--- config.mk ---
export PLATFORM = sky130hd
export DESIGN_NAME = response_monitor_top
export DESIGN_NICKNAME = d
export VERILOG_FILES = /design/src/verilog/resp_pkg.sv /design/src/verilog/command_tag_table.sv /design/src/verilog/response_credit_ingress.sv /design/src/verilog/response_monitor_top.sv /design/src/verilog/response_statistics_control.sv
export VERILOG_INCLUDE_DIRS = /design/src /design/src/verilog
export SDC_FILE = /design/constraint.sdc
export NUM_CORES = 1
export LEC_CHECK = 0
export BUFFER_PORTS_ARGS = -buffer_cell sky130_fd_sc_hd__buf_2
export CAP_MARGIN = 25
export CORE_MARGIN = 2
export CORE_UTILIZATION = 30
export CTS_CLUSTER_DIAMETER = 150
export DETAILED_ROUTE_END_ITERATION = 8
export PLACE_DENSITY = 0.58
export SYNTH_ARGS = -nofsm -noshare
export SYNTH_HDL_FRONTEND = slang
export SYNTH_SLANG_ARGS = --single-unit
--- constraint.sdc ---
create_clock -name clock -period 8.3 [get_ports clock]
set_input_delay 0 -clock clock [delete_from_list [all_inputs] [get_ports clock]]
set_output_delay 0 -clock clock [all_outputs]
set_load 0.005 [all_outputs]
--- src/verilog/resp_defs.svh ---
//////////////////////////////
// Response accounting sizes
// Shared widths and the credit count
//////////////////////////////

`ifndef RESP_DEFS_SVH
`define RESP_DEFS_SVH

// Tag width, 32-entry tag table
`define RESP_TAG_W 5

// Transfer size in bytes
`define RESP_SIZE_W 8

// Statistics counters, free running and wrapping
`define RESP_COUNT_W 32

// Response credits, also ingress FIFO depth (power of two, 2 or more)
`define RESP_CREDITS 4

`endif

--- src/verilog/resp_pkg.sv ---
//////////////////////////////
// Response accounting types
// Response codes seen from the memory side and the
// command types recorded in the tag table
//////////////////////////////

`default_nettype none

package resp_pkg;

  // Memory response codes, 8 bits on the wire
  // Encodings not listed here are never counted
  typedef enum logic [7:0] {
    DONE    = 8'h00,
    AERROR  = 8'h01,
    DERROR  = 8'h03,
    NLOCK   = 8'h04,
    NRES    = 8'h05,
    FLUSHED = 8'h06,
    FAULT   = 8'h07,
    FAILED  = 8'h08,
    PAGED   = 8'h0A
  } resp_code_t;

  // Command kinds kept per tag
  typedef enum logic [1:0] {
    CMD_READ    = 2'd0,
    CMD_WRITE   = 2'd1,
    CMD_RESTART = 2'd2
  } cmd_type_t;

endpackage

`default_nettype wire

--- src/verilog/command_tag_table.sv ---
//////////////////////////////
// Command tag table
// Single-port type and size store, joined to
// popped responses by tag
//////////////////////////////

`timescale 1ns/1ps
`default_nettype none

`include "resp_defs.svh"

module command_tag_table (
  input  logic                    clock,
  input  logic                    rstn,
  input  logic                    cmd_valid,
  input  logic [`RESP_TAG_W-1:0]  cmd_tag,
  input  resp_pkg::cmd_type_t     cmd_type,
  input  logic [`RESP_SIZE_W-1:0] cmd_size,
  input  logic                    pop_valid,
  input  logic [`RESP_TAG_W-1:0]  pop_tag,
  input  resp_pkg::resp_code_t    pop_code,
  output logic                    table_busy,
  output logic                    join_valid,
  output resp_pkg::resp_code_t    join_code,
  output resp_pkg::cmd_type_t     join_type,
  output logic [`RESP_SIZE_W-1:0] join_size
);

  import resp_pkg::*;

  localparam int DEPTH = 1 << `RESP_TAG_W;

  cmd_type_t              type_mem [DEPTH];
  logic [`RESP_SIZE_W-1:0] size_mem [DEPTH];

  logic [`RESP_TAG_W-1:0] port_addr;

  // Commands own the port whenever they show up
  assign table_busy = cmd_valid;
  assign port_addr  = cmd_valid ? cmd_tag : pop_tag;

  ///////////////////////////////
  // Table port
  ///////////////////////////////

  always_ff @(posedge clock) begin
    if (cmd_valid) begin
      type_mem[port_addr] <= cmd_type;
      size_mem[port_addr] <= cmd_size;
    end else if (pop_valid) begin
      join_type <= type_mem[port_addr];
      join_size <= size_mem[port_addr];
      join_code <= pop_code;
    end
  end

  // Valid flag for the joined response
  always_ff @(posedge clock or negedge rstn) begin
    if (!rstn) begin
      join_valid <= 1'b0;
    end else begin
      join_valid <= pop_valid && !cmd_valid;
    end
  end

endmodule

`default_nettype wire

--- src/verilog/response_credit_ingress.sv ---
//////////////////////////////
// Response ingress buffer
// Credit-sized FIFO, one credit returned per pop,
// pops held off while the tag table is busy
//////////////////////////////

`timescale 1ns/1ps
`default_nettype none

`include "resp_defs.svh"

module response_credit_ingress (
  input  logic                   clock,
  input  logic                   rstn,
  input  logic                   rsp_valid,
  input  logic [`RESP_TAG_W-1:0] rsp_tag,
  input  resp_pkg::resp_code_t   rsp_code,
  input  logic                   table_busy,
  output logic                   rsp_credit,
  output logic                   pop_valid,
  output logic [`RESP_TAG_W-1:0] pop_tag,
  output resp_pkg::resp_code_t   pop_code
);

  import resp_pkg::*;

  localparam int PTR_W = $clog2(`RESP_CREDITS);

  // FIFO storage
  logic [`RESP_TAG_W-1:0] tag_mem  [`RESP_CREDITS];
  resp_code_t             code_mem [`RESP_CREDITS];

  logic [PTR_W-1:0] wr_ptr;
  logic [PTR_W-1:0] rd_ptr;
  logic [PTR_W:0]   occupancy;
  logic             pop;

  ///////////////////////////////
  // Pop side
  ///////////////////////////////

  assign pop       = (occupancy != '0) && !table_busy;
  assign pop_valid = pop;
  assign pop_tag   = tag_mem[rd_ptr];
  assign pop_code  = code_mem[rd_ptr];

  // Sender holds a credit for every free slot, so a push never overflows
  always_ff @(posedge clock) begin
    if (rsp_valid) begin
      tag_mem[wr_ptr]  <= rsp_tag;
      code_mem[wr_ptr] <= rsp_code;
    end
  end

  ///////////////////////////////
  // Pointers and occupancy
  ///////////////////////////////

  always_ff @(posedge clock or negedge rstn) begin
    if (!rstn) begin
      wr_ptr    <= '0;
      rd_ptr    <= '0;
      occupancy <= '0;
    end else begin
      if (rsp_valid) begin
        wr_ptr <= wr_ptr + 1'b1;
      end
      if (pop) begin
        rd_ptr <= rd_ptr + 1'b1;
      end
      case ({rsp_valid, pop})
        2'b10:   occupancy <= occupancy + 1'b1;
        2'b01:   occupancy <= occupancy - 1'b1;
        default: occupancy <= occupancy;
      endcase
    end
  end

  // One credit back per popped entry, a cycle later
  always_ff @(posedge clock or negedge rstn) begin
    if (!rstn) begin
      rsp_credit <= 1'b0;
    end else begin
      rsp_credit <= pop;
    end
  end

endmodule

`default_nettype wire

--- src/verilog/response_monitor_top.sv ---
//////////////////////////////
// Response monitor top
// Ingress FIFO, tag join and statistics in a chain
//////////////////////////////

`timescale 1ns/1ps
`default_nettype none

`include "resp_defs.svh"

module response_monitor_top (
  input  logic                     clock,
  input  logic                     rstn,
  input  logic                     enabled_in,
  input  logic                     cmd_valid,
  input  logic [`RESP_TAG_W-1:0]   cmd_tag,
  input  resp_pkg::cmd_type_t      cmd_type,
  input  logic [`RESP_SIZE_W-1:0]  cmd_size,
  input  logic                     rsp_valid,
  input  logic [`RESP_TAG_W-1:0]   rsp_tag,
  input  resp_pkg::resp_code_t     rsp_code,
  output logic                     rsp_credit,
  output logic [`RESP_COUNT_W-1:0] done_count,
  output logic [`RESP_COUNT_W-1:0] done_read_count,
  output logic [`RESP_COUNT_W-1:0] done_write_count,
  output logic [`RESP_COUNT_W-1:0] done_restart_count,
  output logic [`RESP_COUNT_W-1:0] read_byte_count,
  output logic [`RESP_COUNT_W-1:0] write_byte_count,
  output logic [`RESP_COUNT_W-1:0] flushed_count,
  output logic [`RESP_COUNT_W-1:0] paged_count,
  output logic [`RESP_COUNT_W-1:0] error_count,
  output logic [`RESP_COUNT_W-1:0] cycle_count
);

  import resp_pkg::*;

  // Ingress to table
  logic                   table_busy;
  logic                   pop_valid;
  logic [`RESP_TAG_W-1:0] pop_tag;
  resp_code_t             pop_code;

  // Table to statistics
  logic                    join_valid;
  resp_code_t              join_code;
  cmd_type_t               join_type;
  logic [`RESP_SIZE_W-1:0] join_size;

  response_credit_ingress response_credit_ingress_inst (
    .clock      (clock),
    .rstn       (rstn),
    .rsp_valid  (rsp_valid),
    .rsp_tag    (rsp_tag),
    .rsp_code   (rsp_code),
    .table_busy (table_busy),
    .rsp_credit (rsp_credit),
    .pop_valid  (pop_valid),
    .pop_tag    (pop_tag),
    .pop_code   (pop_code)
  );

  command_tag_table command_tag_table_inst (
    .clock      (clock),
    .rstn       (rstn),
    .cmd_valid  (cmd_valid),
    .cmd_tag    (cmd_tag),
    .cmd_type   (cmd_type),
    .cmd_size   (cmd_size),
    .pop_valid  (pop_valid),
    .pop_tag    (pop_tag),
    .pop_code   (pop_code),
    .table_busy (table_busy),
    .join_valid (join_valid),
    .join_code  (join_code),
    .join_type  (join_type),
    .join_size  (join_size)
  );

  response_statistics_control response_statistics_control_inst (
    .clock              (clock),
    .rstn               (rstn),
    .enabled_in         (enabled_in),
    .join_valid         (join_valid),
    .join_code          (join_code),
    .join_type          (join_type),
    .join_size          (join_size),
    .done_count         (done_count),
    .done_read_count    (done_read_count),
    .done_write_count   (done_write_count),
    .done_restart_count (done_restart_count),
    .read_byte_count    (read_byte_count),
    .write_byte_count   (write_byte_count),
    .flushed_count      (flushed_count),
    .paged_count        (paged_count),
    .error_count        (error_count),
    .cycle_count        (cycle_count)
  );

endmodule

`default_nettype wire

--- src/verilog/response_statistics_control.sv ---
//////////////////////////////
// Response statistics
// Counts joined responses by code and command type,
// plus bytes moved and enabled cycles
//////////////////////////////

`timescale 1ns/1ps
`default_nettype none

`include "resp_defs.svh"

module response_statistics_control (
  input  logic                     clock,
  input  logic                     rstn,
  input  logic                     enabled_in,
  input  logic                     join_valid,
  input  resp_pkg::resp_code_t     join_code,
  input  resp_pkg::cmd_type_t      join_type,
  input  logic [`RESP_SIZE_W-1:0]  join_size,
  output logic [`RESP_COUNT_W-1:0] done_count,
  output logic [`RESP_COUNT_W-1:0] done_read_count,
  output logic [`RESP_COUNT_W-1:0] done_write_count,
  output logic [`RESP_COUNT_W-1:0] done_restart_count,
  output logic [`RESP_COUNT_W-1:0] read_byte_count,
  output logic [`RESP_COUNT_W-1:0] write_byte_count,
  output logic [`RESP_COUNT_W-1:0] flushed_count,
  output logic [`RESP_COUNT_W-1:0] paged_count,
  output logic [`RESP_COUNT_W-1:0] error_count,
  output logic [`RESP_COUNT_W-1:0] cycle_count
);

  import resp_pkg::*;

  logic                     enabled;
  logic [`RESP_COUNT_W-1:0] size_ext;

  assign size_ext = {{(`RESP_COUNT_W-`RESP_SIZE_W){1'b0}}, join_size};

  ///////////////////////////////
  // Enable register
  ///////////////////////////////

  always_ff @(posedge clock or negedge rstn) begin
    if (!rstn) begin
      enabled <= 1'b0;
    end else begin
      enabled <= enabled_in;
    end
  end

  ///////////////////////////////
  // Counters
  ///////////////////////////////

  always_ff @(posedge clock or negedge rstn) begin
    if (!rstn) begin
      done_count         <= '0;
      done_read_count    <= '0;
      done_write_count   <= '0;
      done_restart_count <= '0;
      read_byte_count    <= '0;
      write_byte_count   <= '0;
      flushed_count      <= '0;
      paged_count        <= '0;
      error_count        <= '0;
      cycle_count        <= '0;
    end else if (enabled) begin
      cycle_count <= cycle_count + 1'b1;

      if (join_valid) begin
        case (join_code)
          DONE: begin
            done_count <= done_count + 1'b1;
            // Byte totals only for data-moving commands
            case (join_type)
              CMD_READ: begin
                done_read_count <= done_read_count + 1'b1;
                read_byte_count <= read_byte_count + size_ext;
              end
              CMD_WRITE: begin
                done_write_count <= done_write_count + 1'b1;
                write_byte_count <= write_byte_count + size_ext;
              end
              CMD_RESTART: begin
                done_restart_count <= done_restart_count + 1'b1;
              end
              default: begin
              end
            endcase
          end
          FLUSHED: begin
            flushed_count <= flushed_count + 1'b1;
          end
          PAGED: begin
            paged_count <= paged_count + 1'b1;
          end
          // All error flavours share one counter
          AERROR, DERROR, FAILED, FAULT, NRES, NLOCK: begin
            error_count <= error_count + 1'b1;
          end
          default: begin
          end
        endcase
      end
    end
  end

endmodule

`default_nettype wire
==> flow_summary_export.csv <==
group,metric,value,unit
logic_synthesis,synth_top_area_share,39.6,%
final_layout,syn_to_final_growth,21.6,%
floorplan,num_io_pins,354,
final_layout,multi_input_area,9420,µm²
timing,setup_violations,0,
logic_synthesis,netlist_instances,1966,
critical_path,cp.required,8670,ps
floorplan,start_util,30.2,%
cts,cts_tree,"done",
timing,tightest_slew,1070,ps
logic_synthesis,synth.distinct_cells,56,
floorplan,die_area,101000,µm²
cts,cts_setup_buffers,0,
cts,clock_sinks,720,
logic_synthesis,netlist_area,29600,µm²
placement,io_buffers,353,
critical_path,critPathKind,"flop to flop",
logic_synthesis,yosysWarnings,0,
route,drt_iter0_drc,1437,
grt,grt_pass1_vias,18400,
final_layout,drive_above_1_share,26.2,%
logic_synthesis,synth.area.top_cells,"edfxtp_1 40%, dfrtp_1 28%, mux4_2 7.1%",
grt,grt_antenna_before_repair,10,
placement,hpwl,53200,µm
floorplan,die_w,318,µm
logic_synthesis,syn_nets,2031,
final_layout,fill_cells,9223,
route,drt_first_pass_iters,5,
grt,grt-ovfl-total,0,
timing,timing.final.crit_share,55.9,%
status,status,"finished, violations left",
timing,slew_viol_final,0,
critical_path,cp.arrival,5010,ps
floorplan,placementRows,115,
timing,setup_tns,0,ps
floorplan,die-height,318,µm
critical_path,endpoint_kind,"flop",
route,drtAntennaViolNets,0,
route,vias_per_cell,4.87,
cts,numCtsBuffers,74,
critical_path,max_stage_delay,940,ps
timing,final.min_clock_period,4640,ps
min_path,min_path_type,"input port to async pin",
grt,grt_pass1_wl,116000,µm
critical_path,path_max_fanout,41,
timing,finClkSkew,39.3,ps
status,violations,"negative hold slack",
logic_synthesis,yosysTopAreaCell,"edfxtp_1",
timing,rsz0062_at_grt,"false",
route,via_count,18300,
run,maxCapViolations,0,
route,wirelength,77200,µm
critical_path,slowest_stage,"dfrtp_1",
cts,htree_levels,3,
logic_synthesis,async_flop_share,45.8,%
route,drc,0,
power,power.leakage,14.9,nW
floorplan,coreArea,98100,µm²
final_layout,seq_area,20000,µm²
logic_synthesis,synthFlopType,"edfxtp_1",
critical_path,start_kind,"flop",
power,power_density,246,nW/µm²
timing,slew_headroom,27.8,%
logic_synthesis,synth_edf_count,390,
route,wl_per_cell,20.5,µm
logic_synthesis,yosysSeqAreaShare,67.5,%
power,peakVddDrop,0.135,mV
timing,finalHoldViolCount,4,
placement,gp_congestion,0.818,
timing,fmax,216,MHz
grt,grt_usage,14.9,%
cts,clock_path_buffers,3,
cts,root_buffer,"clkbuf_16",
logic_synthesis,avgSynthCellArea,15.1,µm²
grt,grt_max_degree,115,
cts,clk_pin_slew,60,ps
final_layout,postLayoutCoreUtil,36.7,%
timing,hold-worst-slack,-20.9,ps
logic_synthesis,ys_ff_latch,720,
cts,clkLatencyLatePin,660,ps
final_layout,nets,2477,
critical_path,path_cells,"mux4_2 -> mux2i_4 -> buf_4 -> buf_4 -> mux4_2 -> a22oi_1 -> nand4_1",
==> layer usage <==
layer / GRT usage, % / up-vias / wire length, µm
met2: 25.0 / 601 / 37700
met4: 5.23 / 4 / 2350
met5: 0 / - / 33
li1: - / 8181 / -
met3: 3.87 / 135 / 5600
met1: 18.7 / 9406 / 31500
==> final timing paths <==
| path | start | to | slack [ps] | depth (start not counted) |
|---|---|---|---|---|
| worst max-delay path | response_credit_ingress_inst.rd_ptr[0] | command_tag_table_inst.join_size[1] | 3660 | 7 |
| worst min-delay path | rstn | async pin | -20 | 2 |
| worst max register to register | response_credit_ingress_inst.rd_ptr[0] | command_tag_table_inst.join_size[1] | 3660 | 7 |
| worst min register to register | response_statistics_control_inst.paged_count[31] | response_statistics_control_inst.paged_count[31] | 460 | 1 |
| max in group asynchronous | rstn | response_credit_ingress_inst.occupancy[2] | 6770 | 3 |
| min in group clock | cmd_tag[1] | command_tag_table_inst.size_mem[24][5] | 60 | 3 |
==> worst max-delay path: cells and delay by family, from the launching register on <==
kind,cells,cell delay [ps]
mux,3,1360
simple gates,1,140
flops,1,940
compound gates,1,470
buf+inv,2,1440
==> repair_timing <==
| action | CTS | global route |
|---|---|---|
| gates resized for setup | 0 | 0 |
| hold buffers | 27 | 0 |
| hold endpoints to repair | 490 | 0 |
==> registers in the layout, summed over array words and instances (netlist names), 3 cells and up <==
| name | count |
|---|---|
| response_statistics_control_inst.done_count | 32 |
| command_tag_table_inst.type_mem | 64 |
| command_tag_table_inst.join_code | 8 |
| response_statistics_control_inst.flushed_count | 32 |
| response_credit_ingress_inst.occupancy | 3 |
| response_statistics_control_inst.write_byte_count | 32 |
| response_statistics_control_inst.done_write_count | 32 |
| response_statistics_control_inst.error_count | 32 |
| response_statistics_control_inst.paged_count | 32 |
| command_tag_table_inst.size_mem | 256 |
| response_credit_ingress_inst.code_mem | 32 |
| response_credit_ingress_inst.tag_mem | 20 |
| response_statistics_control_inst.done_restart_count | 32 |
| response_statistics_control_inst.cycle_count | 32 |
| command_tag_table_inst.join_size | 8 |
| response_statistics_control_inst.read_byte_count | 32 |
| response_statistics_control_inst.done_read_count | 32 |
==> synthesized netlist by cell type, types with 4 or more instances <==
| cell | instances |
|---|---|
| a21o_1 | 9 |
| a21oi_1 | 8 |
| a22oi_1 | 40 |
| and2_1 | 20 |
| and3_1 | 56 |
| and4_1 | 15 |
| buf_2 | 12 |
| clkbuf_1 | 27 |
| dfrtp_1 | 330 |
| edfxtp_1 | 390 |
| ha_1 | 29 |
| inv_1 | 28 |
| mux2_2 | 6 |
| mux2i_1 | 6 |
| mux4_2 | 93 |
| nand2_1 | 153 |
| nand2b_1 | 6 |
| nand3_1 | 107 |
| nand4_1 | 85 |
| nor2_1 | 115 |
| nor2b_1 | 6 |
| nor3_1 | 32 |
| nor3_2 | 7 |
| nor3b_1 | 5 |
| o21ai_0 | 14 |
| or2_2 | 4 |
| or3_1 | 5 |
| xnor2_1 | 224 |
| xor2_1 | 89 |
==> logic make-up (layout without fill, tap and decap cells) <==
kind of cell | count (synthesis) | after routing | share of synthesized area [%]
fa+ha+maj | 32 | 32 | 1.43
simple gates | 645 | 645 | 11.5
mux | 105 | 105 | 7.51
xor+xnor | 313 | 313 | 9.26
flops | 720 | 720 | 67.5
other cells | 0 | 6 | 0
buf+inv | 71 | 575 | 0.964
compound gates | 80 | 80 | 1.90
==> final cells by class <==
cell class	instances	share of cell area, %
Sequential cell	720	55.5
Multi-Input combinational cell	1175	26.2
Timing Repair Buffer	413	6.54
Clock buffer	95	5.53
Tap cell	1287	4.47
Clock inverter	39	1.49
Inverter	28	0.292
Antenna cell	6	0.0417
==> per-stage QoR <==
step | power, mW | cells | cell area, µm² | setup slack, ps | hold slack [ps]
floorplan | 5.02 | 1966 | 29600 | 5430 | -296
global placement | 5.45 | 3587 | 33100 | 3530 | 141
detailed placement | 5.49 | 3591 | 33100 | 3530 | 145
CTS | 8.95 | 3752 | 35900 | 3540 | 18.3
global route | 9.22 | 3761 | 36000 | 3270 | 63.1
finish | 8.86 | 3763 | 36000 | 3660 | -20.9
==> where the power goes <==
| part | total [mW] | internal [mW] | switching, mW |
|---|---|---|---|
| clock | 3.43 | 1.98 | 1.45 |
| combinational | 1.26 | 0.571 | 0.685 |
| sequential | 4.17 | 4.00 | 0.173 |
==> cell usage in the layout, fill, tap and decap left out, types with 7 or more instances in the layout <==
cell type and instances:
bufinv_16 8, nand4_1 85, clkinv_1 7, a21o_1 9, xor2_1 89, clkbuf_16 75, buf_4 30, a21oi_1 8
nor2_1 96, nor3_1 32, buf_2 352, clkinv_2 15, dlygate4sd3_1 27, ha_1 29, edfxtp_1 390, dfrtp_1 330
nand3_1 107, xnor2_1 224, mux4_2 93, o21ai_0 14, nor2_2 20, and2_1 20, nor3_2 7, a22oi_1 40
clkbuf_1 16, nand2_1 153, inv_1 28, and4_1 15, and3_1 56
Power figures use the tool's default switching activity.
